<file path="config.mk">
export PLATFORM = sky130hd
export DESIGN_NAME = key_direction_latch
export DESIGN_NICKNAME = d
export VERILOG_FILES = /design/src/include/pacman_consts.svh /design/src/design/pacman_types_pkg.sv /design/src/design/key_direction_latch.sv
export SDC_FILE = /design/constraint.sdc
export NUM_CORES = 1
export LEC_CHECK = 0
export BUFFER_PORTS_ARGS = -buffer_cell sky130_fd_sc_hd__buf_2
export CAP_MARGIN = 20
export CORE_AREA = 5 5 42 44
export CTS_BUF_LIST = sky130_fd_sc_hd__clkbuf_2
export CTS_CLUSTER_SIZE = 10
export DETAILED_ROUTE_END_ITERATION = 8
export DIE_AREA = 0 0 47 49
export HOLD_SLACK_MARGIN = 0.03
export PLACE_DENSITY = 0.3
export RECOVER_POWER = 100
export SETUP_SLACK_MARGIN = 0.05
export SLEW_MARGIN = 10
export SYNTH_ARGS = -nofsm -noshare
export SYNTH_HDL_FRONTEND = slang
export SYNTH_SLANG_ARGS = --single-unit
</file>
<file path="constraint.sdc">
create_clock -name clock_50 -period 0.8 [get_ports clock_50]
set_input_delay 0.04 -clock clock_50 [delete_from_list [all_inputs] [get_ports clock_50]]
set_output_delay 0.04 -clock clock_50 [all_outputs]
set_load 0.01 [all_outputs]
</file>
<file path="src/include/pacman_consts.svh">
`ifndef PACMAN_CONSTS_SVH
`define PACMAN_CONSTS_SVH

// map geometry in tiles
`define MAP_COLS 40
`define MAP_ROWS 30

// one tile code per nibble
`define TILE_BITS 4

// bits in one map row word, column 0 in the top nibble
`define ROW_BITS (`MAP_COLS * `TILE_BITS)

// tile edge in pixels
`define TILE_PIX 16

// pac-man start tile
`define START_X 1
`define START_Y 1

// pills in the starting maze
`define PILL_TOTAL 797

// local pixel window of the pill dot
`define PILL_LO 6
`define PILL_HI 9

// colours as r, g, b
`define COLOR_WALL {8'd0, 8'd0, 8'd255}
`define COLOR_PILL {8'd255, 8'd255, 8'd255}
`define COLOR_PAC {8'd255, 8'd255, 8'd0}

`endif
</file>
<file path="src/design/pacman_types_pkg.sv">
package pacman_types_pkg;

	// tile codes stored in the map ram
	typedef enum logic [3:0] {
		tile_empty = 4'd0,
		tile_wall = 4'd1,
		tile_pill = 4'd2,
		tile_pac = 4'd3
	} tile_e;

	// held direction from the keys
	typedef enum logic [2:0] {
		dir_none,
		dir_up,
		dir_down,
		dir_left,
		dir_right
	} dir_e;

	// what the target tile of a step held
	typedef enum logic [1:0] {
		coll_none,
		coll_wall,
		coll_pill
	} coll_e;

	// tile coordinate, x 0 to 39 and y 0 to 29
	typedef struct packed {
		logic [5:0] x;
		logic [4:0] y;
	} tile_pos_t;

endpackage

</file>
<file path="src/design/key_direction_latch.sv">
module key_direction_latch (
	input logic clock_50,
	input logic rst_n,
	input logic key_up,
	input logic key_down,
	input logic key_left,
	input logic key_right,
	output pacman_types_pkg::dir_e dir
);
	import pacman_types_pkg::*;

	// last pressed direction, held when all keys are released
	// priority up, down, left, right
	always_ff @(posedge clock_50 or negedge rst_n) begin
		if (!rst_n) begin
			// nothing pressed yet
			dir <= dir_none;
		end else if (key_up) begin
			dir <= dir_up;
		end else if (key_down) begin
			dir <= dir_down;
		end else if (key_left) begin
			dir <= dir_left;
		end else if (key_right) begin
			dir <= dir_right;
		end
	end

endmodule

</file>
==> metrics.txt <==
initial antenna violation count=0; Synth warnings=0; critical-path cell list=a221o_1; Area Overhead vs Synth=80.9%; busiest layer in global routing=met1; commonest non-fill, non-tap cell in the layout=buf_2; DRT Wirelength=roughly 370 um; RSZ-0062 raised after global routing=true; Die Y=around 49 um; PD cells=slightly above 2000 mW/mm^2; Combinational Power Share=12.4%; fin crit share=a little over nine tenths; WS Path Type=flip-flop to flip-flop; chip width=around 47 um; sequential share of the synthesized area=a little under two thirds; post-synth top area cell=dfrtp_1; Clock Power Share=49.3%; fin nets=31; Critical Path Max Stage Delay=0.37 ns; Yosys top cell area share=between 60% and 70%; element type at the critical path end=flip-flop; met1 Use GR=under 10%; Most flops, register=dir; switching power=approximately 0.11 mW; internal power=between 0.3 and 0.4 mW; area share of fa/ha/maj cells after synthesis=0%; commonest cells after routing, fill and taps aside=buf_2 (6), clkbuf_2 (4), nor2_1 (3), dfrtp_1 (3); Syn Std Cell Area=118 um^2; Placeable Area=roughly 0.0014 mm^2; first-pass GRT wire length=~560 um; max reg flops=3; worst min-delay path class=input port to flip-flop; Distinct cells, synth=7; reg2reg start=dir[0]$_DFFE_PN0P_; Layout Skew=0 ns; drt first pass iters=4; Clock Tree Root=clkbuf_2; clock tree buffer depth=2; Largest regs=dir (3); Total GRT Usage=under 10%; Final setup viols=0; total grt overflow=0; Post-Synth Simple-Gate Area=around a fifth; Slew Viols, Final=0; detailed placement HPWL=approximately 280 um; largest family of logic cells by synthesized area=simple AND/OR/NAND/NOR gates; post-synthesis xor/xnor area fraction=0%; antenna-violating nets left=0; relative slew slack=a little over four fifths; CP top delay family=flip-flops; die area=0.00230 mm^2; DRC=0; maximum vdd drop=0.364 mV; gpl congestion=between 0.7 and 0.8; Yosys reg bits=3; fraction of layout cells with a size suffix above 1=approximately 46%; synth top area cells=dfrtp_1 (64%), nor2_1 (9.6%), a221o_1 (8.5%); critical path required time=a little under 0.9 ns; slew of the pin with the lowest slew margin=between 0.2 and 0.25 ns; pin count of the biggest net entering global routing=5; CTS tree=built; Hold Vio Cnt, Final=0; critical path arrival=slightly below 0.9 ns; critical path launch point=dir[0]$_DFFE_PN0P_; CTS Sinks=3; vias in the first global route=133; total CTS buffers=3; Pleak=around 0.11 nW; WP buf/inv=0; I/O pin cnt=9; Hold Path Origin=key_up; routed length per instance=9.35 um; Starting Density=8.39%; FILL cells=around 160; final worst path period need=0.787 ns; complex-gate fraction of the synthesized area=between 10 and 15%; initial DRC count=4; Max-Cap Viols=0; fmax=around 1300 MHz; Avg Cell Area, Syn=between 10 and 15 um^2; Post CTS Setup Buffer Count=0; Syn Inst Count=11; ant diodes=0; Crit-path slowest cell=dfrtp_1; M3 GR Usage=under 10%; DR vias=between 100 and 150; vias per inst=about 3.1; Buffers on Ports=8; clk slew on worst S/H paths=roughly 0.050 ns; Clk Latency, worst-skew pair=roughly 0.2 ns; status=finished clean; met2 Resource Use GR=3.39%; Layout Utilization=between 10% and 20%; placed cells=35; mux share of post-synthesis cell area=0%; CP Launch Type=flip-flop; non-filler cells, final=40; Std-Cell Rows=14; Post-CTS Hold Fix Bufs=1; Post-Syn Nets=17; largest fanout on the critical path=2; sequential power share=a little under two fifths; switching share of power=between 20 and 30%; # H-tree levels=1
[layer usage]
layer / part of all wire, % / wire length (um)
met5: 0 / 0
met1: 57 / 212
met4: 0 / 0
met2: 29 / 108
met3: 14 / 54
[logic make-up (layout without fill, tap and decap cells)]
logic type,count (synthesis),after routing
flip-flops,3,3
buffers and inverters,1,14
AO/OA/AOI/OAI,2,2
AND/OR/NAND/NOR,5,5
[cell usage after synthesis, drive strengths merged]
| cell type | instances |
|---|---|
| a221o | 1 |
| inv | 1 |
| a21oi | 1 |
| nor4 | 1 |
| dfrtp | 3 |
| nand2b | 1 |
| nor2 | 3 |
[worst paths after layout]
check                                     end  cells past startpoint  slack (ns)
setup / recovery           dir[0]$_DFFE_PN0P_                      1        0.01
hold / removal             dir[1]$_DFFE_PN0P_                      2        0.02
setup reg to reg           dir[0]$_DFFE_PN0P_                      1        0.01
hold reg to reg            dir[0]$_DFFE_PN0P_                      1        0.52
max in group asynchronous  dir[0]$_DFFE_PN0P_                      2        0.45
min in group asynchronous  dir[1]$_DFFE_PN0P_                      2        0.18
[final cells by class]
class                   count  area, um^2  area share, %
flip-flops and latches      3        75.1           35.3
repair buffers              9        55.1           25.9
multi-input cells           7        38.8           18.2
clock buffers               4        20.0           9.41
well taps                  16        20.0           9.41
inverters                   1        3.75           1.76
[power groups by stage]
stage / clock (mW) / sequential, mW / combinational [mW]
floorplan: 0 / 0.172 / 0.0123
global placement: 0 / 0.167 / 0.0469
detailed placement: 0 / 0.167 / 0.0475
CTS: 0.229 / 0.165 / 0.0514
global route: 0.240 / 0.167 / 0.0600
finish: 0.214 / 0.166 / 0.0540
[through the flow]
step | hold slack (ns) | setup WS, ns | cell area [um^2] | TNS (ns) | total power, mW
after floorplan | -0.256 | -0.00138 | 118 | -0.00138 | 0.184
after global placement | -0.160 | 0.0380 | 178 | 0 | 0.214
after detailed placement | -0.160 | 0.0156 | 178 | 0 | 0.215
after CTS | -0.000288 | 0.00964 | 208 | 0 | 0.446
after global routing | 0.00828 | -0.0144 | 213 | -0.0334 | 0.467
final | 0.0153 | 0.0129 | 213 | 0 | 0.434
[repair_timing]
item,4_1_cts,5_1_grt
hold endpoints to repair,5,2
resized for setup,0,2
endpoints found under the setup margin,4,5
(Power assumes the default switching activity.)
