<file path="src/include/pacman_consts.svh">
`ifndef PACMAN_CONSTS_SVH
`define PACMAN_CONSTS_SVH

// map geometry in tiles
`define MAP_COLS 40
`define MAP_ROWS 30

// one tile code per nibble
`define TILE_BITS 4

// bits in one map row word, column 0 in the top nibble
`define ROW_BITS (`MAP_COLS * `TILE_BITS)

// tile edge in pixels
`define TILE_PIX 16

// pac-man start tile
`define START_X 1
`define START_Y 1

// pills in the starting maze
`define PILL_TOTAL 797

// local pixel window of the pill dot
`define PILL_LO 6
`define PILL_HI 9

// colours as r, g, b
`define COLOR_WALL {8'd0, 8'd0, 8'd255}
`define COLOR_PILL {8'd255, 8'd255, 8'd255}
`define COLOR_PAC {8'd255, 8'd255, 8'd0}

`endif
</file>
<file path="src/design/pacman_video_pkg.sv">
package pacman_video_pkg;

	// screen pixel, x 0 to 639 and y 0 to 479
	typedef struct packed {
		logic [9:0] x;
		logic [8:0] y;
	} pixel_pos_t;

	// 8 bits per channel
	typedef struct packed {
		logic [7:0] r;
		logic [7:0] g;
		logic [7:0] b;
	} rgb_t;

endpackage

</file>
<file path="src/design/pacman_types_pkg.sv">
package pacman_types_pkg;

	// tile codes stored in the map ram
	typedef enum logic [3:0] {
		tile_empty = 4'd0,
		tile_wall = 4'd1,
		tile_pill = 4'd2,
		tile_pac = 4'd3
	} tile_e;

	// held direction from the keys
	typedef enum logic [2:0] {
		dir_none,
		dir_up,
		dir_down,
		dir_left,
		dir_right
	} dir_e;

	// what the target tile of a step held
	typedef enum logic [1:0] {
		coll_none,
		coll_wall,
		coll_pill
	} coll_e;

	// tile coordinate, x 0 to 39 and y 0 to 29
	typedef struct packed {
		logic [5:0] x;
		logic [4:0] y;
	} tile_pos_t;

endpackage

</file>
<file path="src/design/tile_renderer.sv">
`include "pacman_consts.svh"

module tile_renderer (
	input logic clock_50,
	input logic rst_n,
	input pacman_video_pkg::pixel_pos_t pixel,
	output logic [4:0] ram_addr,
	input logic [`ROW_BITS-1:0] ram_q,
	output pacman_video_pkg::rgb_t rgb
);
	import pacman_types_pkg::*;
	import pacman_video_pkg::*;

	logic on_map;
	logic on_map_q;
	logic [5:0] col_q;
	logic [3:0] loc_x_q;
	logic [3:0] loc_y_q;
	tile_e tile;
	rgb_t colour;

	// stage one
	// tile row goes straight to the ram
	assign ram_addr = pixel.y[8:4];
	assign on_map = (pixel.x < 10'(`MAP_COLS * `TILE_PIX)) &&
		(pixel.y < 9'(`MAP_ROWS * `TILE_PIX));

	always_ff @(posedge clock_50) begin
		col_q <= pixel.x[9:4];
		loc_x_q <= pixel.x[3:0];
		loc_y_q <= pixel.y[3:0];
	end

	// stage two
	// nibble select, off-map pixels read as empty
	always_comb begin
		tile = tile_empty;
		if (on_map_q) tile = tile_e'(ram_q[(`MAP_COLS - 1 - col_q) * `TILE_BITS +: `TILE_BITS]);
	end

	always_comb begin
		case (tile)
			tile_wall: colour = `COLOR_WALL;
			tile_pac: colour = `COLOR_PAC;
			tile_pill: begin
				// small dot in the middle of the tile
				if (loc_x_q >= 4'(`PILL_LO) && loc_x_q <= 4'(`PILL_HI) &&
					loc_y_q >= 4'(`PILL_LO) && loc_y_q <= 4'(`PILL_HI))
					colour = `COLOR_PILL;
				else
					colour = '0;
			end
			// empty and unknown codes are black
			default: colour = '0;
		endcase
	end

	always_ff @(posedge clock_50 or negedge rst_n) begin
		if (!rst_n) begin
			on_map_q <= 1'b0;
			rgb <= '0;
		end else begin
			on_map_q <= on_map;
			rgb <= colour;
		end
	end

endmodule

</file>
<file path="config.mk">
export PLATFORM = sky130hd
export DESIGN_NAME = tile_renderer
export DESIGN_NICKNAME = d
export VERILOG_FILES = /design/src/design/pacman_video_pkg.sv /design/src/design/pacman_types_pkg.sv /design/src/design/tile_renderer.sv
export VERILOG_INCLUDE_DIRS = /design/src /design/src/include
export SDC_FILE = /design/constraint.sdc
export NUM_CORES = 1
export LEC_CHECK = 0
export BUFFER_PORTS_ARGS = -buffer_cell sky130_fd_sc_hd__buf_2
export CAP_MARGIN = 40
export CORE_AREA = 2 2 80 82
export DETAILED_ROUTE_END_ITERATION = 7
export DIE_AREA = 0 0 82 84
export PLACE_DENSITY = 0.83
export SLEW_MARGIN = 30
export SYNTH_ARGS = -nofsm -noshare
export SYNTH_HDL_FRONTEND = slang
export SYNTH_SLANG_ARGS = --single-unit
</file>
<file path="constraint.sdc">
create_clock -name clock_50 -period 5.32 [get_ports clock_50]
set_input_delay 0.798 -clock clock_50 [delete_from_list [all_inputs] [get_ports clock_50]]
set_output_delay 0.798 -clock clock_50 [all_outputs]
set_load 0.02 [all_outputs]
</file>
==> metrics.md <==
| Metric | Value |
|---|---|
| Result of the run | `completed` |
| Number of vias per cell after detailed routing | `5.220` |
| Hold Fails Final Rpt | `0` |
| Capturing element type of the critical path | `flip-flop` |
| CP top delay family | `adder cells` |
| Top Ports | `210` |
| Clock tree from TritonCTS | `yes` |
| Proportion of synthesized chip area in sequential cells | `15.88%` |
| Max H-tree Level | `1` |
| Uppermost layer routed | `met4` |
| Sum of routed wire length over all layers | `6.772 mm` |
| Clock Pin Slew Worst Setup and Hold Paths | `0.06 ns` |
| Num rows | `29` |
| WL per Instance | `14.75 µm` |
| Minimum clock period | `2.892 ns` |
| Main combinational cell family by area after synthesis | `multiplexers` |
| Overflow after GRT | `0` |
| Internal Power | `0.0002794 W` |
| Cell area power density | `145.5 nW/µm²` |
| Leading cell types in the layout, fill and taps excluded | `205 x buf_2, 16 x nor2_1, 12 x mux2i_1, 11 x dfxtp_1` |
| Final nets | `565` |
| Switching Fraction | `33.00%` |
| Total net switching power | `0.0001377 W` |
| Tightest Pin Transition | `0.6770 ns` |
| Overall Power | `0.0004171 W` |
| 1st-iter DRT viols | `101` |
| Total Neg Setup Slack | `0 ns` |
| Post-synthesis share of cell area spent on and, or, nand and nor gates | `18.78%` |
| Count of final max-slew check failures | `0` |
| Mean instance size in the synthesized netlist | `9.411 µm²` |
| Later-pin clock latency in the skew report | `0.25 ns` |
| Critical Setup Path Class | `reg2reg` |
| Syn Inst Count | `211` |
| Floorplan die height | `84 µm` |
| Share of synthesized cell area in full adder, half adder and majority cells | `0.6301%` |
| Cts hold-fix bufs | `0` |
| Arrival time of the worst setup path | `3.01 ns` |
| Fin Hold WS | `0.3400 ns` |
| TritonCTS Sinks | `15` |
| RSZ-0062 raised after global routing | `no` |
| Worst min-delay path category | `in2async` |
| CP Cell Sequence | `inv_1 -> ha_1 -> mux4_1 -> a22oi_1 -> nand3_1 -> a41o_1 -> o221ai_1 -> o22ai_2` |
| Via Count | `2396` |
| Synth Area in XOR/XNOR | `0.4411%` |
| Port bufs | `205` |
| Area of the core region | `6096 µm²` |
| Crit. path cell count | `8` |
| Horiz. Die Dim | `82 µm` |
| EDFF count, synth | `0` |
| Last weighted congestion value of the routability-driven placer | `0.7792` |
| Number of detailed-route iterations in the first pass | `4` |
| Worst VDD drop | `70.44 µV` |
| Share of the synthesized area in the top cell type | `12.10%` |
| Lkg Pwr | `1.487 nW` |
| Antenna viol nets, final | `0` |
| Half-perimeter wire length after placement | `5.919 mm` |
| Synth unique cells | `50` |
| Compound-Gate Fraction of Synth Area | `21.87%` |
| Area of the mapped netlist | `1986 µm²` |
| Number of buffers between clock root and the deepest sink | `2` |
| Antenna violations before repair | `0` |
| Depth of the worst register-to-register path | `8` |
| Synth Net Count | `393` |
| Detailed-routed wire length on met2 | `3.562 mm` |
| Inserted Clock Buffers | `3` |
| #FFs+latches synth | `15` |
| Crit start category | `flip-flop` |
| Routed met1 length | `2.581 mm` |
| Dominant cell type by area after synthesis | `dfxtp_1` |
| Fin crit share | `54.37%` |
| Antenna diode count | `0` |
| Top cells by area in the synthesized netlist | `dfxtp_1 12%, buf_4 11%, mux4_2 10%` |
| Post-synthesis to final-layout area growth | `44.36%` |
| Final routed DRC violation total | `0` |
| Final setup viols | `0` |
| CTS-repair resized insts | `0` |
| First-pass GRT wire length | `10.43 mm` |
| Number of global-route vias before repair | `2364` |
| CTS Root Buffer Type | `clkbuf_8` |
| Highest-delay cell along the critical path | `ha_1` |
| Overall die area | `6888 µm²` |
| Combined buffer and inverter count along the critical path | `1` |
| Req. time, crit path | `5.44 ns` |
| Delay of the slowest critical-path stage | `0.76 ns` |
| Met3 wire length | `555 µm` |
| Mux contribution to synthesized area | `25.52%` |
| Setup Fix Bufs, Post-CTS | `0` |
| Ratio of cells with drive above 1 in the final layout | `59.69%` |
| Share of power burned in combinational logic | `47.4%` |
| Most used flip-flop cell after synthesis | `dfxtp_1` |
| Clock Skew | `0.003028 ns` |
| Portion of total power attributed to sequential cells | `30.9%` |
| GR Util All Layers | `19.20%` |
| Leading cell type in the layout, fill and taps excluded | `buf_2` |
| Relative contribution of the clock network to total power | `21.8%` |
| Headroom to the max-slew limit | `54.77%` |
| Yosys warning total | `0` |
| Maximum frequency from static timing analysis | `0.3457 GHz` |
| Pin count of the biggest net entering global routing | `39` |
| Crit-path max FO | `16` |
| Initial standard-cell utilization of the core | `32.57%` |
| Max Cap Violations | `0` |
| Fraction of registers with async set/reset | `20.00%` |
## area by class of cell
type                       count  area (µm²)
clock buffer                   3       41.29
clock inverter                 1       5.005
fill                         609        3229
inverter                       2       7.507
multi-input combinational    153        1335
sequential                    15       316.6
tap                           77       96.34
timing repair buffer         208        1065
## through the flow
| stage | worst slack [ns] | std cells | util, % | cell area (µm²) |
|---|---|---|---|---|
| CTS | 2.445 | 458 | 46.84 | 2855 |
| global placement | 2.601 | 453 | 45.75 | 2789 |
| floorplan | 3.073 | 211 | - | 1986 |
| detailed placement | 2.479 | 454 | 46.08 | 2809 |
| global route | 2.236 | 459 | 47.02 | 2867 |
| finish | 2.428 | 459 | 47.02 | 2867 |
## layer usage
metal | track usage (%) | vias up
met2 | 35.48 | 133
li1 | - | 1163
met3 | 2.814 | 12
met4 | 5.303 | 0
met1 | 22.30 | 1088
met5 | 0 | -
## cells by family after synthesis
group,after synthesis
compound gates,57
simple gates,66
fa+ha+maj,1
mux,28
flops,15
buf+inv,43
xor+xnor,1
## synth_stat cells (5+ instances only)
cell type   n
buf_4      28
nor2_1     16
dfxtp_1    12
mux2i_1    12
a21oi_1     9
mux4_2      9
a22oi_1     8
nor3_1      8
mux4_1      7
o21ai_0     7
o211ai_1    6
or3_1       6
buf_2       5
nand2_1     5
nor2b_1     5
## registers in the layout, indices dropped and copies added (netlist names)
register	flops
col_q	6
loc_x_q	3
loc_y_q	3
rgb	2
on_map_q	1
## power groups by stage
stage	clock network (W)	logic, W	registers, W
floorplan	0	0.000129	0.000128
global placement	0	0.000186	0.000136
detailed placement	0	0.000196	0.000133
CTS	0.0000951	0.000196	0.000130
global route	0.0000974	0.000218	0.000131
finish	0.0000907	0.000198	0.000129
## worst paths after layout
path	start	to	slack, ns
worst max-delay path	col_q[3]$_DFF_P_	rgb[6]$_DFF_PN0_	2.43
worst min-delay path	rst_n	rgb[14]$_DFF_PN0_	0.34
worst max register to register	col_q[3]$_DFF_P_	rgb[6]$_DFF_PN0_	2.43
worst min register to register	loc_y_q[3]$_DFF_P_	rgb[14]$_DFF_PN0_	0.68
max in group asynchronous	rst_n	rgb[6]$_DFF_PN0_	4.87
min in group clock_50	pixel[14]	col_q[1]$_DFF_P_	0.65
(Power assumes the default switching activity.)
