===== config.mk =====
export PLATFORM = sky130hd
export DESIGN_NAME = pacman_move_ctrl
export DESIGN_NICKNAME = d
export VERILOG_FILES = /design/src/design/pacman_types_pkg.sv /design/src/design/pacman_move_ctrl.sv
export VERILOG_INCLUDE_DIRS = /design/src /design/src/include
export SDC_FILE = /design/constraint.sdc
export NUM_CORES = 1
export LEC_CHECK = 0
export BUFFER_PORTS_ARGS = -buffer_cell sky130_fd_sc_hd__buf_2
export CELL_PAD_IN_SITES_DETAIL_PLACEMENT = 1
export CELL_PAD_IN_SITES_GLOBAL_PLACEMENT = 1
export CORE_UTILIZATION = 40
export DETAILED_ROUTE_END_ITERATION = 7
export PLACE_DENSITY_LB_ADDON = 0.1
export SYNTH_ARGS = -nofsm -noshare
export SYNTH_HDL_FRONTEND = slang
export SYNTH_SLANG_ARGS = --single-unit

===== constraint.sdc =====
create_clock -name clock_50 -period 3.7 [get_ports clock_50]
set_clock_uncertainty 0.05 [all_clocks]
set_input_delay 0.37 -clock clock_50 [delete_from_list [all_inputs] [get_ports clock_50]]
set_output_delay 0.37 -clock clock_50 [all_outputs]
set_load 0.005 [all_outputs]

===== src/include/pacman_consts.svh =====
`ifndef PACMAN_CONSTS_SVH
`define PACMAN_CONSTS_SVH

// map geometry in tiles
`define MAP_COLS 40
`define MAP_ROWS 30

// one tile code per nibble
`define TILE_BITS 4

// bits in one map row word, column 0 in the top nibble
`define ROW_BITS (`MAP_COLS * `TILE_BITS)

// tile edge in pixels
`define TILE_PIX 16

// pac-man start tile
`define START_X 1
`define START_Y 1

// pills in the starting maze
`define PILL_TOTAL 797

// local pixel window of the pill dot
`define PILL_LO 6
`define PILL_HI 9

// colours as r, g, b
`define COLOR_WALL {8'd0, 8'd0, 8'd255}
`define COLOR_PILL {8'd255, 8'd255, 8'd255}
`define COLOR_PAC {8'd255, 8'd255, 8'd0}

`endif

===== src/design/pacman_types_pkg.sv =====
package pacman_types_pkg;

	// tile codes stored in the map ram
	typedef enum logic [3:0] {
		tile_empty = 4'd0,
		tile_wall = 4'd1,
		tile_pill = 4'd2,
		tile_pac = 4'd3
	} tile_e;

	// held direction from the keys
	typedef enum logic [2:0] {
		dir_none,
		dir_up,
		dir_down,
		dir_left,
		dir_right
	} dir_e;

	// what the target tile of a step held
	typedef enum logic [1:0] {
		coll_none,
		coll_wall,
		coll_pill
	} coll_e;

	// tile coordinate, x 0 to 39 and y 0 to 29
	typedef struct packed {
		logic [5:0] x;
		logic [4:0] y;
	} tile_pos_t;

endpackage


===== src/design/pacman_move_ctrl.sv =====
`include "pacman_consts.svh"

module pacman_move_ctrl (
	input logic clock_50,
	input logic rst_n,
	input logic step,
	input logic ready,
	input pacman_types_pkg::dir_e dir,
	input pacman_types_pkg::coll_e coll,
	input logic probe_valid,
	input logic write_done,
	output logic probe_req,
	output pacman_types_pkg::tile_pos_t target,
	output logic commit,
	output logic eat,
	output pacman_types_pkg::tile_pos_t from_pos,
	output pacman_types_pkg::tile_pos_t to_pos,
	output pacman_types_pkg::tile_pos_t pacman_pos,
	output logic busy,
	output pacman_types_pkg::coll_e last_coll
);
	import pacman_types_pkg::*;

	typedef enum logic [1:0] {
		st_idle,
		st_probe,
		st_commit,
		st_finish
	} state_e;

	state_e state;
	tile_pos_t next_pos;
	logic take;

	// neighbour tile in the held direction
	// the border is all wall so no wrap is possible
	always_comb begin
		next_pos = pacman_pos;
		case (dir)
			dir_up: next_pos.y = pacman_pos.y - 5'd1;
			dir_down: next_pos.y = pacman_pos.y + 5'd1;
			dir_left: next_pos.x = pacman_pos.x - 6'd1;
			dir_right: next_pos.x = pacman_pos.x + 6'd1;
			default: next_pos = pacman_pos;
		endcase
	end

	// steps outside idle are dropped, no queue
	assign take = step && ready && (state == st_idle) && (dir != dir_none);

	assign busy = (state != st_idle);
	// one cycle commit pulse, eat rides along on a pill
	assign commit = (state == st_commit);
	assign eat = (state == st_commit) && (last_coll == coll_pill);
	assign from_pos = pacman_pos;
	assign to_pos = target;

	always_ff @(posedge clock_50 or negedge rst_n) begin
		if (!rst_n) begin
			state <= st_idle;
			probe_req <= 1'b0;
			pacman_pos <= '{x: 6'(`START_X), y: 5'(`START_Y)};
			last_coll <= coll_none;
		end else begin
			probe_req <= take;
			case (state)
				st_idle: begin
					if (take) state <= st_probe;
				end
				st_probe: begin
					// wall ends the step right here
					if (probe_valid) begin
						last_coll <= coll;
						state <= (coll == coll_wall) ? st_idle : st_commit;
					end
				end
				st_commit: begin
					state <= st_finish;
				end
				st_finish: begin
					if (write_done) begin
						pacman_pos <= target;
						state <= st_idle;
					end
				end
				default: state <= st_idle;
			endcase
		end
	end

	// target only moves when a step is taken
	always_ff @(posedge clock_50) begin
		if (take) target <= next_pos;
	end

endmodule


==> run summary <==
Result of the run: finished clean
Number of antenna violations at the first check in global routing: 0
Capture point of the worst reg-to-reg path: target[4]
Routed length per instance: 15.0 µm
Clock Root Buffer: sky130_fd_sc_hd__clkbuf_8
Post-synthesis area per instance: 11.7 µm²
Number of buffers inserted by post-CTS setup repair: 0
HPWL after DPL: 2.62 mm
Count of fill cells added during filler insertion: 432
Highest achievable clock rate: 0.476 GHz
Antenna Nets Post-Route: 0
GRT Overall Usage: 17.7%
Clk Latency, worst-skew pair: 0.27 ns
Net count of the finished layout: 200
Count of flip-flops with a built-in enable after synthesis: 11
Pwr Density: 779 mW/mm²
Maximum number of buffers from clock root to sink: 2
Distinct cell type count after synthesis: 31
Yosys synthesis warning count: 0
Post-Synthesis Net Count: 157
WS Path Type: register to register
Final hold violations: 0
Height of the die: 65.2 µm
Final Cycle Share: 56.7%
Post-synth top flop: sky130_fd_sc_hd__dfrtp_1
Sum of negative setup slack: 0 ns
Total clock buffers created by CTS: 3
Clock H-tree levels: 1
Peak fanout along the critical path: 5
Total count of max-transition violations in the final report: 0
Minimum clock period: 2.10 ns
GRT Residual Overflow: 0
Final setup violating endpoints: 0
Type of the tightest min-delay check: primary input to register
Detailed-route vias per instance: 4.95
Total wirelength of the detailed-routed design: 3.41 mm
Most common cell after layout, fill and taps aside: sky130_fd_sc_hd__buf_2
Portion of the post-synthesis area used by sequential elements: 45.9%
Leak pwr: 0.865 nW
Number of I/O port buffers: 60
Required arrival time at the worst endpoint: 3.68 ns
Global-route wire length before repair: 5.69 mm
Via count of the first global-routing pass: 1113
Reg2reg path depth: 6
Die outline area: 0.00425 mm²
Hold wc startpoint: coll[1]
Hold EP: last_coll[1]
Share of final-layout standard cells stronger than drive strength 1: 48.0%
Total I/O pin count: 61
Remaining routing DRC violations: 0
Clock sink count: 27
TritonRoute pass-1 iters: 4
Post-synthesis cell count: 137
Number of cells in the finished layout apart from fillers: 227
DRT iter0 DRCs: 18
Reg2reg start: from_pos[0]
Number of synthesized register bits: 27
R2R Setup Slk: 1.60 ns
Transition time at the pin with the least slew margin: 0.701 ns
RSZ-0062 raised after global routing: false
Std-Cell Core Area: 0.00374 mm²
Worst Path Arrival: 2.08 ns
Critical path capture point type: register
Count of standard-cell rows: 22
CP Launch Point: from_pos[0]
Synthesis-to-finish area growth: 15.2%
Clock tree from TritonCTS: done
Max transition margin: 53.2%
Count of maximum capacitance violations: 0
Largest net degree at the start of global routing: 17
Initial standard-cell utilization of the core: 42.7%
Routability congestion estimate from global placement: 0.798
Asr flop ratio synth: 59.3%
Max rail drop VDD: 298 µV
Hold path depth: 2
Commonest cells after routing, fill and taps aside: 60 x sky130_fd_sc_hd__buf_2, 15 x sky130_fd_sc_hd__mux2_2, 14 x sky130_fd_sc_hd__dfrtp_1
Clk pin slew, worst setup/hold paths: 0.09 ns
# diodes: 0
Horizontal die dimension: 65.2 µm
Overall via count from detail_route: 1123
Cell Count Post-Placement: 222
Combined area of all synthesized cells: 0.00160 mm²
Critical path launch point type: register
## stage by stage
step                      utilization [%]  area, µm²  hold slack [ns]  worst slack, ns  power, mW
after global placement               47.7       1780            0.259             1.42       1.24
after floorplan                         -       1600           0.0244             1.64       1.09
after global routing                 49.2       1840            0.292             1.49       1.57
final                                49.2       1840            0.302             1.60       1.43
after detailed placement             47.7       1780            0.269             1.34       1.28
after CTS                            49.2       1840            0.298             1.58       1.46
## worst max-delay path: stages, from the launching register on
cell and delay, ns:
sky130_fd_sc_hd__dfstp_2 0.57, sky130_fd_sc_hd__inv_1 0.08, sky130_fd_sc_hd__fa_1 0.47, sky130_fd_sc_hd__nand2b_1 0.16
sky130_fd_sc_hd__a21oi_1 0.17, sky130_fd_sc_hd__mux2i_1 0.26, sky130_fd_sc_hd__xnor2_1 0.09
## sequential cells by signal, indices dropped and copies added, names as in the netlist, named ones only
signal and flops:
probe_req 1, from_pos 11, last_coll 2, state 1, target 11
## what timing repair did
action                                  in CTS  in global routing
endpoints found under the setup margin       0                  0
hold endpoints to repair                    14                  0
resized for setup                            0                  0
hold buffers                                 1                  0
## per-layer routing
layer | part of all wire [%] | GRT usage, %
met1 | 44 | 22.8
met2 | 53 | 31.1
met3 | 2.3 | 1.56
met4 | 1.0 | 5.71
met5 | 0 | 0
## worst max-delay path by stage
stage / cells past startpoint / endpoint
2_1_floorplan: 6 / target[10]
3_3_place_gp: 7 / target[9]
3_5_place_dp: 7 / target[10]
4_1_cts: 6 / target[4]
5_1_grt: 6 / target[4]
6_report: 6 / target[4]
## report_power, final
part | switching (mW) | internal, mW | total, mW
Clock | 0.0942 | 0.0754 | 0.170
Sequential | 0.124 | 0.444 | 0.568
Combinational | 0.309 | 0.387 | 0.696
## Yosys cell counts (2+ instances only)
cell | count | area share [%]
sky130_fd_sc_hd__a21o_1 | 4 | 1.9
sky130_fd_sc_hd__a21oi_1 | 8 | 2.5
sky130_fd_sc_hd__buf_4 | 22 | 10
sky130_fd_sc_hd__dfrtp_1 | 14 | 22
sky130_fd_sc_hd__dfstp_2 | 2 | 3.3
sky130_fd_sc_hd__edfxtp_1 | 11 | 21
sky130_fd_sc_hd__fa_1 | 2 | 2.5
sky130_fd_sc_hd__ha_1 | 7 | 5.5
sky130_fd_sc_hd__inv_1 | 4 | 0.94
sky130_fd_sc_hd__mux2_2 | 15 | 11
sky130_fd_sc_hd__mux2i_1 | 2 | 1.3
sky130_fd_sc_hd__nand2_1 | 5 | 1.2
sky130_fd_sc_hd__nand2b_1 | 3 | 1.2
sky130_fd_sc_hd__nand3_1 | 2 | 0.63
sky130_fd_sc_hd__nand3b_1 | 2 | 0.94
sky130_fd_sc_hd__nand4_1 | 2 | 0.78
sky130_fd_sc_hd__nor2_1 | 8 | 1.9
sky130_fd_sc_hd__o21a_1 | 2 | 0.94
sky130_fd_sc_hd__o21ai_0 | 3 | 0.94
sky130_fd_sc_hd__or2_2 | 2 | 0.78
sky130_fd_sc_hd__xnor2_1 | 6 | 3.3
sky130_fd_sc_hd__xor2_1 | 2 | 1.1
## layout make-up
type | count | area (µm²) | share of cell area [%]
Clock buffer | 3 | 41.3 | 2.24
Clock inverter | 1 | 5.00 | 0.272
Inverter | 4 | 15.0 | 0.816
Multi-Input combinational cell | 82 | 668 | 36.3
Sequential cell | 27 | 733 | 39.8
Tap cell | 48 | 60.1 | 3.26
Timing Repair Buffer | 62 | 318 | 17.3
## logic make-up after synthesis
kind of cell	count (synthesis)	share of synthesized area, %
AO/OA/AOI/OAI	19	7.28
AND/OR/NAND/NOR	28	9.40
XOR/XNOR	8	4.39
flip-flops	27	45.9
adder cells (fa/ha/maj)	9	7.99
multiplexers	18	12.8
buffers and inverters	28	12.3
No activity file was read; power rests on OpenSTA's default activity.
