## config.mk

```make
export PLATFORM = sky130hd
export DESIGN_NAME = collision_detect
export DESIGN_NICKNAME = d
export VERILOG_FILES = /design/src/design/pacman_types_pkg.sv /design/src/design/collision_detect.sv
export VERILOG_INCLUDE_DIRS = /design/src /design/src/include
export SDC_FILE = /design/constraint.sdc
export NUM_CORES = 1
export LEC_CHECK = 0
export ABC_AREA = 1
export BUFFER_PORTS_ARGS = -buffer_cell sky130_fd_sc_hd__buf_4
export CAP_MARGIN = 40
export CORE_UTILIZATION = 46
export DETAILED_ROUTE_END_ITERATION = 6
export HOLD_SLACK_MARGIN = 0.06
export PLACE_DENSITY = 0.75
export SYNTH_ARGS = -nofsm -noshare
export SYNTH_HDL_FRONTEND = slang
export SYNTH_SLANG_ARGS = --single-unit
export TNS_END_PERCENT = 30
```

## constraint.sdc

```tcl
create_clock -name clock_50 -period 1.4 [get_ports clock_50]
set_input_delay 0.07 -clock clock_50 [delete_from_list [all_inputs] [get_ports clock_50]]
set_output_delay 0.07 -clock clock_50 [all_outputs]
set_load 0.005 [all_outputs]
```

## src/include/pacman_consts.svh

```systemverilog
`ifndef PACMAN_CONSTS_SVH
`define PACMAN_CONSTS_SVH

// map geometry in tiles
`define MAP_COLS 40
`define MAP_ROWS 30

// one tile code per nibble
`define TILE_BITS 4

// bits in one map row word, column 0 in the top nibble
`define ROW_BITS (`MAP_COLS * `TILE_BITS)

// tile edge in pixels
`define TILE_PIX 16

// pac-man start tile
`define START_X 1
`define START_Y 1

// pills in the starting maze
`define PILL_TOTAL 797

// local pixel window of the pill dot
`define PILL_LO 6
`define PILL_HI 9

// colours as r, g, b
`define COLOR_WALL {8'd0, 8'd0, 8'd255}
`define COLOR_PILL {8'd255, 8'd255, 8'd255}
`define COLOR_PAC {8'd255, 8'd255, 8'd0}

`endif
```

## src/design/pacman_types_pkg.sv

```systemverilog
package pacman_types_pkg;

	// tile codes stored in the map ram
	typedef enum logic [3:0] {
		tile_empty = 4'd0,
		tile_wall = 4'd1,
		tile_pill = 4'd2,
		tile_pac = 4'd3
	} tile_e;

	// held direction from the keys
	typedef enum logic [2:0] {
		dir_none,
		dir_up,
		dir_down,
		dir_left,
		dir_right
	} dir_e;

	// what the target tile of a step held
	typedef enum logic [1:0] {
		coll_none,
		coll_wall,
		coll_pill
	} coll_e;

	// tile coordinate, x 0 to 39 and y 0 to 29
	typedef struct packed {
		logic [5:0] x;
		logic [4:0] y;
	} tile_pos_t;

endpackage

```

## src/design/collision_detect.sv

```systemverilog
`include "pacman_consts.svh"

module collision_detect (
	input logic clock_50,
	input logic rst_n,
	input logic probe_valid,
	input pacman_types_pkg::tile_e probe_tile,
	input logic eat,
	output pacman_types_pkg::coll_e coll,
	output logic [10:0] pill_count,
	output logic game_won
);
	import pacman_types_pkg::*;

	// answer in the probe data cycle
	always_comb begin
		coll = coll_none;
		if (probe_valid) begin
			case (probe_tile)
				tile_wall: coll = coll_wall;
				tile_pill: coll = coll_pill;
				// empty, and pac-man itself which never gets probed
				default: coll = coll_none;
			endcase
		end
	end

	always_ff @(posedge clock_50 or negedge rst_n) begin
		if (!rst_n) begin
			pill_count <= '0;
			game_won <= 1'b0;
		end else begin
			if (eat) pill_count <= pill_count + 11'd1;
			// sticky once every pill is gone
			game_won <= game_won || (pill_count == 11'(`PILL_TOTAL));
		end
	end

endmodule

```

==> summary.txt, run 1 <==
Synth
  • Synth top area cells: dfrtp_1 48%, nand2_1 13%, inv_1 7.8%, nand3_1 5.6%, xor2_1 5.6%
  • Syn_area_per_cell: 8.157 µm²
  • Most frequent cell after synthesis: nand2_1
  • Mapped Area: 628.1 µm²
  • Ys Warns: 0
  • FF+latch count, synth: 12
  • Synth async-reset ratio: 1.000
  • Area leader, netlist: dfrtp_1
  • Prevailing post-synth register cell: dfrtp_1
  • Yosys top cell area share: 0.4781
  • Mapped Cells: 77
  • Post-synth cell types: 16
  • EDFF count, synth: 0
  • List of most frequent post-synthesis cells: 22 x nand2_1, 13 x inv_1, 12 x dfrtp_1, 7 x nand3_1, 5 x nor2_1
  • Register area share after synthesis: 0.4781
  • Syn_nets: 87

Routing
  • Drt wl/cell: 10.59 µm
  • Post-route ant nets: 0
  • Drt pass-1 iters: 2
  • Vias per cell: 4.829
  • DRC: 0
  • Final WL: 1239 µm
  • Via count: 565
  • Starting DRC count in detailed routing: 10

Layout
  • Reg area: 300.3 µm²
  • Nets: 115
  • Final std cells w/o fill: 117
  • ANT cells: 0
  • Multi-input gate area: 279.0 µm²
  • Area Overhead vs Synth: 34.66%
  • Ratio of cells with drive above 1 in the final layout: 0.2718
  • Fill count: 108

Clock network
  • Reg clk slew, reported paths: 70 ps
  • CTS Buffer Depth: 2
  • H-tree depth: 1
  • Worst skew pair latency: 270 ps
  • Clock root cell: clkbuf_4
  • Clock sink count: 12
  • CTS tree: yes
  • Num CTS Buffers: 3
  • Post-CTS sizing: 0

Pwr
  • Max VDD drop: 1133 µV
  • Leakage: 0.4568 nW
  • Cell Pwr Density: 1526 nW/µm²

Global routing
  • Largest net degree at the start of global routing: 13
  • GRT Total Usage: 0.2049
  • Initial antenna violation count: 0
  • Vias in the first global route: 508
  • First-pass GRT wire length: 2042 µm
  • GRT Residual Overflow: 0

Timing
  • RSZ-0062 raised after global routing: false
  • Slew Viols, Final: 0
  • Post-route minimum period: 1149 ps
  • Worst-Margin Slew: 228.1 ps
  • Fmax: 870.2 MHz
  • Final Hold Viols: 0
  • Final worst path period share: 0.8208
  • Final Skew: 1.941 ps
  • Final setup fails: 0
  • Setup_tns: 0 ps
  • Slew margin rel.: 0.8478
  • PnR worst setup slack: 250.8 ps

Setup path
  • Setup CP Type: flip-flop to flip-flop
  • Crit path max fanout: 5
  • Setup crit end kind: flip-flop
  • Worst-path cell chain: ha_1, nand2_2, nor2_4, nand2_1, xor2_1
  • Worst endpoint required time: 1560 ps
  • CP max stage cell: dfrtp_1
  • CP Launch Type: flip-flop
  • Worst path arrival time: 1310 ps
  • CP peak stage delay: 430 ps

Place
  • Post-placement cell count: 112
  • Dpl ws: 253.1 ps
  • Port Buffer Count: 21
  • Hpwl dp: 978.8 µm
  • GPL Wtd Cong: 0.7582

Worst hold path
  • Hold WC Path Type: input port to asynchronous set/reset pin

Die
  • Core area: 1186 µm²
  • Die Ht: 38.95 µm
  • Initial Utilization: 0.5295
  • Row cnt: 12
  • Die extent in x: 38.95 µm
  • Die area: 1517 µm²
  • Num ports: 22

Status
  • Outcome: completed

Job
  • MaxCap Viol Count: 0
per-stage QoR:
stage               power [W]  cell area [µm²]  hold slack (ps)  utilization
floorplan           0.0008388            628.1           -225.6            -
global placement     0.001084            803.3           -85.69       0.6772
detailed placement   0.001098            803.3           -83.31       0.6772
CTS                  0.001308            845.8            166.2       0.7131
global route         0.001399            845.8            197.4       0.7131
finish               0.001291            845.8            185.2       0.7131
layout by cell type, fill, tap and decap left out:
cell type / instances
buf_4: 21
clkbuf_4: 3
dfrtp_1: 12
dlygate4sd3_1: 2
ha_1: 2
inv_1: 13
nand2_1: 22
nand2_2: 1
nand3_1: 7
nand4_1: 2
nor2_1: 5
nor2_2: 1
nor2_4: 1
nor3_1: 2
o21ai_0: 1
o21bai_1: 1
or2_2: 1
xnor2_1: 2
xor2_1: 4
path summary, 6_finish.rpt:
check / startpoint / to / slack (ps) / cells after the start
min reg2reg: pill_count[4]$_DFFE_PN0P_ / pill_count[4]$_DFFE_PN0P_ / 520 / 1
max in group asynchronous: rst_n / pill_count[2]$_DFFE_PN0P_ / 1060 / 2
min in group clock_50: probe_tile[0] / coll[1] / 390 / 3
min: rst_n / pill_count[5]$_DFFE_PN0P_ / 190 / 2
max: pill_count[0]$_DFFE_PN0P_ / pill_count[6]$_DFFE_PN0P_ / 250 / 5
max reg2reg: pill_count[0]$_DFFE_PN0P_ / pill_count[6]$_DFFE_PN0P_ / 250 / 5
flip-flops by register name, summed over array words and instances (netlist names):
register	cells
pill_count	11
game_won	1
timing repair:
| action | CTS | global route |
|---|---|---|
| buffers inserted | 0 | 0 |
| hold endpoints to repair | 13 | 0 |
| hold buffers | 2 | 0 |
routing by layer:
metal	global-route usage	routed length, µm
met1	0.2509	553
met2	0.3417	605
met3	0.03468	51
met4	0.1034	28
met5	0	0
power by group:
| group | switching (W) | internal (W) | leakage (nW) |
|---|---|---|---|
| combinational | 0.000217 | 0.000261 | 0.307 |
| sequential | 0.000151 | 0.000459 | 0.136 |
| clock | 0.000102 | 0.0000994 | 0.0138 |
worst max-delay path, delay by kind of cell (launching register included):
family	cells	cell delay [ps]
fa+ha+maj	1	190
simple gates	3	280
flops	1	430
xor+xnor	1	140
logic make-up after synthesis:
logic type	synth area share
buf+inv	0.07769
compound gates	0.01992
flops	0.4781
simple gates	0.3008
fa+ha+maj	0.03983
xor+xnor	0.08366
layout make-up:
| cell class | count | share of cell area |
|---|---|---|
| tap | 14 | 0.02071 |
| timing repair buffer | 23 | 0.2101 |
| clock buffer | 3 | 0.02663 |
| sequential | 12 | 0.3550 |
| inverter | 13 | 0.05769 |
| multi-input combinational | 52 | 0.3299 |
Power figures use the tool's default switching activity.
==> inputs of run 2 (changes only) <==
CORE_ASPECT_RATIO = 1.1   (was unset)
CORE_UTILIZATION = 42   (was 46)
PLACE_DENSITY = 0.72   (was 0.75)
clock period = 1.01 ns   (was 1.4 ns; I/O delays follow)
==> summary.txt, run 2 (synthesis gave the netlist of run 1 again) <==
Layout
  • Biggest register: pill_count
  • Nets: 128
  • ANT cells: 0
  • Largest regs: pill_count: 11 flops, game_won: 1 flops
  • Ratio of cells with drive above 1 in the final layout: 0.3966
  • Area Overhead vs Synth: 61.35%
  • Most frequent cells in the layout: 23 x buf_4, 21 x nand2_1, 12 x inv_1, 12 x dfrtp_1, 11 x buf_6
  • Commonest non-fill, non-tap cell in the layout: buf_4
  • Max reg flops: 11

Pwr
  • Cell Pwr Density: 2352 nW/µm²
  • Final Power: 0.002384 W
  • Leakage: 0.5335 nW
  • Max VDD drop: 1503 µV

Routing
  • Via count: 638
  • DRC: 0
  • Starting DRC count in detailed routing: 10
  • Drt pass-1 iters: 4
  • Vias per cell: 4.833
  • Drt wl/cell: 11.05 µm
  • Final WL: 1459 µm
  • Post-route ant nets: 0

Place
  • Port Buffer Count: 21
  • Hpwl dp: 1055 µm
  • Dpl ws: -92.42 ps
  • GPL Wtd Cong: 0.8032

Setup path
  • Setup crit end kind: flip-flop
  • CP Launch Type: flip-flop
  • Crit path max fanout: 5
  • Worst endpoint required time: 1210 ps
  • Setup CP Type: flip-flop to flip-flop
  • R2r setup slk: -150 ps
  • Worst path arrival time: 1360 ps

Timing
  • Slew Viols, Final: 0
  • Fmax: 864.5 MHz
  • PnR worst setup slack: -146.8 ps
  • Final worst path period share: 1.145
  • Worst-Margin Slew: 172.4 ps
  • Slew margin rel.: 0.8848
  • Post-route minimum period: 1157 ps
  • Final Hold Viols: 0
  • Final Skew: 4.459 ps
  • RSZ-0062 raised after global routing: true
  • Final setup fails: 12

Clock network
  • Num CTS Buffers: 3
  • Clock root cell: clkbuf_4
  • CTS Buffer Depth: 2
  • CTS tree: yes
  • H-tree depth: 1
  • Reg clk slew, reported paths: 70 ps
  • Clock sink count: 12
  • Worst skew pair latency: 280 ps

Global routing
  • First-pass GRT wire length: 2256 µm
  • GRT Residual Overflow: 0
  • Largest net degree at the start of global routing: 13
  • GRT Total Usage: 0.2040
  • Initial antenna violation count: 0
  • Vias in the first global route: 578

Status
  • Outcome: finished, violations left
  • Violated checks: setup timing

Die
  • Die Ht: 42.56 µm
  • Die area: 1654 µm²
  • Initial Utilization: 0.4539
  • Die extent in x: 38.87 µm
  • Core area: 1384 µm²
  • Row cnt: 14
  • Num ports: 22

Worst hold path
  • Hold WC Path Type: input port to asynchronous set/reset pin

Job
  • MaxCap Viol Count: 0
## run 2: worst paths after layout
path / start / endpoint / depth (start not counted)
worst min-delay path: rst_n / pill_count[8]$_DFFE_PN0P_ / 2
worst max register to register: pill_count[0]$_DFFE_PN0P_ / pill_count[4]$_DFFE_PN0P_ / 5
max in group asynchronous: rst_n / pill_count[3]$_DFFE_PN0P_ / 2
worst min register to register: game_won$_DFF_PN0_ / game_won$_DFF_PN0_ / 1
worst max-delay path: pill_count[0]$_DFFE_PN0P_ / pill_count[4]$_DFFE_PN0P_ / 5
min in group clock_50: probe_tile[0] / coll[1] / 3
## run 2: timing repair
action,CTS,global route
pin swaps,1,3
hold endpoints to repair,13,0
hold buffers,2,0
setup buffers,1,2
gates resized for setup,7,11
endpoints found under the setup margin,15,19
## run 2: layout make-up
class                      instances  area [µm²]
inverter                          13       48.80
sequential                        12       300.3
multi-input combinational         52       305.3
timing repair buffer              36       316.6
tap                               16       20.02
clock buffer                       3       22.52
fill                             106       370.4
## run 2: per-stage QoR
step                hold slack (ps)  area (µm²)  cells  TNS (ps)  utilization
floorplan                    -245.1       628.1     77    -224.8            -
global placement             -105.3       880.8    124    -157.3       0.6365
global route                  166.2        1013    132     -1682       0.7324
finish                        149.0        1013    132    -802.3       0.7324
detailed placement           -103.9       880.8    124    -442.2       0.6365
CTS                           145.3       959.7    130    -437.4       0.6935
## run 2: metal layers
metal	share of wire	routed length, µm	GRT usage	up-vias
li1	-	-	-	316
met1	0.39	562	0.2215	296
met2	0.54	787	0.3400	20
met3	0.049	72	0.04787	6
met4	0.025	36	0.1241	0
met5	0	0	0	-
## run 2: power breakdown
| part | switching (W) | internal (W) |
|---|---|---|
| Combinational | 0.000518 | 0.000769 |
| Clock | 0.000152 | 0.000138 |
| Sequential | 0.000169 | 0.000637 |
| Total | 0.000839 | 0.00154 |
## run 2: critical path, cell delays in order, from the launching register on
cell     delay [ps]
dfrtp_1         400
ha_2            190
nand2_2          70
nor2_4          160
buf_4           130
xor2_1          130
==> inputs of run 3 (changes only) <==
ABC_AREA = unset   (was 1)
CORE_ASPECT_RATIO = unset   (was 1.1)
CORE_UTILIZATION = 41   (was 42)
PLACE_DENSITY = 0.71   (was 0.72)
==> summary.txt, run 3 <==
Routing
  • Drt wl/cell: 14.48 µm
  • Final WL: 1622 µm
  • Starting DRC count in detailed routing: 2
  • Drt pass-1 iters: 3
  • DRC: 0
  • Post-route ant nets: 0
  • Vias per cell: 4.902
  • Via count: 549

Synth
  • List of most frequent post-synthesis cells: 12 x dfrtp_1, 7 x xor2_1, 6 x nand2_1, 3 x nor2_1, 3 x xnor2_1
  • Post-synthesis mux area share: 0.01724
  • Fraction of the mapped netlist area in adder cells: 0.04310
  • Yosys top cell area share: 0.5172
  • Syn_area_per_cell: 11.61 µm²
  • Compound-Gate Fraction of Synth Area: 0.01293
  • FF+latch count, synth: 12
  • Post-Synth Simple-Gate Area: 0.2328
  • Area leader, netlist: dfrtp_1
  • Mapped Cells: 50
  • Register area share after synthesis: 0.5172
  • Largest family of logic cells by synthesized area: simple AND/OR/NAND/NOR gates
  • Synth async-reset ratio: 1.000
  • Syn_nets: 60
  • Ys Warns: 0
  • Post-synth cell types: 18
  • EDFF count, synth: 0
  • Synth Area in XOR/XNOR: 0.1509
  • Prevailing post-synth register cell: dfrtp_1
  • Most frequent cell after synthesis: dfrtp_1
  • Synth top area cells: dfrtp_1 52%, xor2_1 11%, xnor2_1 4.5%, ha_1 4.3%, nor4_2 4.3%
  • Mapped Area: 580.6 µm²

Place
  • Port Buffer Count: 21
  • Post-placement cell count: 101
  • Dpl ws: -280.1 ps
  • GPL Wtd Cong: 0.7983
  • DP Area: 888.4 µm²
  • Hpwl dp: 975.6 µm

Clock network
  • Clock sink count: 12
  • CTS tree: yes
  • H-tree depth: 1
  • Clock root cell: clkbuf_4
  • Num CTS Buffers: 3
  • Reg clk slew, reported paths: 80 ps
  • CTS Buffer Depth: 2
  • Worst skew pair latency: 280 ps

Setup path
  • Worst endpoint required time: 1200 ps
  • Setup CP Type: flip-flop to flip-flop
  • R2r worst-path depth: 6
  • Reg-to-reg critical path endpoint: game_won$_DFF_PN0_
  • Setup crit end kind: flip-flop
  • Worst r2r src: pill_count[1]$_DFFE_PN0P_
  • Crit path max fanout: 3
  • Most frequent cell on the critical path: buf_6
  • Worst path bufs/invs: 3
  • Worst path arrival time: 1350 ps
  • CP Launch Type: flip-flop
  • CP max stage cell: dfrtp_1
  • R2r setup slk: -140 ps
  • Crit-path leading delay family: flip-flops
  • Worst-path cell chain: buf_6, buf_6, inv_4, ha_4, nand4_1, o21bai_1
  • CP peak stage delay: 430 ps

Status
  • Outcome: finished, violations left
  • Violated checks: setup timing

Pwr
  • Max VDD drop: 2122 µV
  • Cell Pwr Density: 2380 nW/µm²
  • Leakage: 0.5505 nW

Timing
  • Worst-Margin Slew: 235.8 ps
  • Final Skew: 12.02 ps
  • Final Hold Viols: 0
  • Slew Viols, Final: 0
  • Slew margin rel.: 0.8413
  • Post-route minimum period: 1151 ps
  • Fmax: 868.9 MHz
  • PnR worst setup slack: -140.9 ps
  • Final worst path period share: 1.140
  • RSZ-0062 raised after global routing: true
  • Setup_tns: -1094 ps
  • Final setup fails: 13

Layout
  • Cell area after layout: 1095 µm²
  • Biggest register: pill_count
  • Most frequent cells in the layout: 28 x buf_4, 14 x buf_6, 11 x dfrtp_1
  • Fill count: 78
  • Commonest non-fill, non-tap cell in the layout: buf_4
  • Largest regs: pill_count: 11 flops, game_won: 1 flops
  • Area Overhead vs Synth: 88.58%
  • ANT cells: 0
  • Nets: 108
  • Ratio of cells with drive above 1 in the final layout: 0.6186
  • Max reg flops: 11
  • Final std cells w/o fill: 112
  • Fin util: 0.8413

Die
  • Row cnt: 13
  • Num ports: 22
  • Initial Utilization: 0.4462
  • Die extent in x: 39.63 µm
  • Die area: 1571 µm²
  • Core area: 1301 µm²
  • Die Ht: 39.63 µm

Global routing
  • Initial antenna violation count: 0
  • Vias in the first global route: 542
  • First-pass GRT wire length: 2484 µm
  • GRT Total Usage: 0.2545
  • Largest net degree at the start of global routing: 13
  • GRT Residual Overflow: 0

Worst hold path
  • Hold_sp: eat
  • Hold Path Stages: 3
  • End of the worst hold path: pill_count[2]$_DFFE_PN0P_
  • Hold WC Path Type: input port to flip-flop

Job
  • MaxCap Viol Count: 0
[run 3: cell types whose count changed after synthesis, moves of 2 or more]
cell     previous run  this run
nor4_2              0         2
nand3_1             7         2
nand2_1            22         6
nor3b_1             0         2
inv_1              13         1
nor2_1              5         3
xor2_1              4         7
[run 3: metal layers]
metal / part of all wire / GRT usage / up-vias
met1: 0.41 / 0.2883 / 267
li1: - / - / 266
met2: 0.54 / 0.4549 / 14
met4: 0.0062 / 0.1034 / 0
met5: 0 / 0 / -
met3: 0.046 / 0.05114 / 2
[run 3: kinds of logic after synthesis]
kind of cell	Yosys count
simple gates	22
flops	12
xor+xnor	10
buf+inv	2
fa+ha+maj	2
compound gates	1
mux	1
[run 3: final cells by class]
cell class,instances,area [µm²],share of cell area
clock buffer,4,26.28,0.02400
inverter,1,6.256,0.005714
multi-input combinational,36,354.1,0.3234
sequential,12,301.5,0.2754
tap,15,18.77,0.01714
timing repair buffer,44,387.9,0.3543
[run 3: per-stage QoR]
stage               total power, W  hold WS [ps]
finish                    0.002606         89.67
global placement          0.001750        -101.2
detailed placement        0.001782        -102.7
CTS                       0.002407         87.91
global route              0.002769         102.2
floorplan                 0.001167        -245.1
[run 3: timing repair]
| action | 4_1_cts | 5_1_grt |
|---|---|---|
| pin swaps | 14 | 7 |
| setup buffers | 5 | 0 |
| resized for setup | 15 | 14 |
| hold buffers | 2 | 0 |
| endpoints found under the hold margin | 14 | 0 |
| setup endpoints to repair | 14 | 19 |
[run 3: tightest hold or removal path, cell delays in order]
cell,delay (ps)
buf_4,150
nand2_1,80
xnor2_1,60
[run 3: how the worst max path moves through the flow]
| stage | startpoint | to | slack, ps | cells after the start |
|---|---|---|---|---|
| floorplan | pill_count[1]$_DFFE_PN0P_ | pill_count[10]$_DFFE_PN0P_ | -230 | 4 |
| global placement | pill_count[1]$_DFFE_PN0P_ | pill_count[10]$_DFFE_PN0P_ | -200 | 4 |
| detailed placement | pill_count[1]$_DFFE_PN0P_ | pill_count[10]$_DFFE_PN0P_ | -280 | 4 |
| CTS | pill_count[1]$_DFFE_PN0P_ | game_won$_DFF_PN0_ | -150 | 6 |
| global route | pill_count[1]$_DFFE_PN0P_ | game_won$_DFF_PN0_ | -220 | 6 |
| finish | pill_count[1]$_DFFE_PN0P_ | game_won$_DFF_PN0_ | -140 | 6 |
[run 3: where the power goes]
group          switching [W]  internal, W
Clock               0.000163     0.000153
Sequential          0.000174     0.000627
Combinational       0.000580     0.000909
Total               0.000917      0.00169
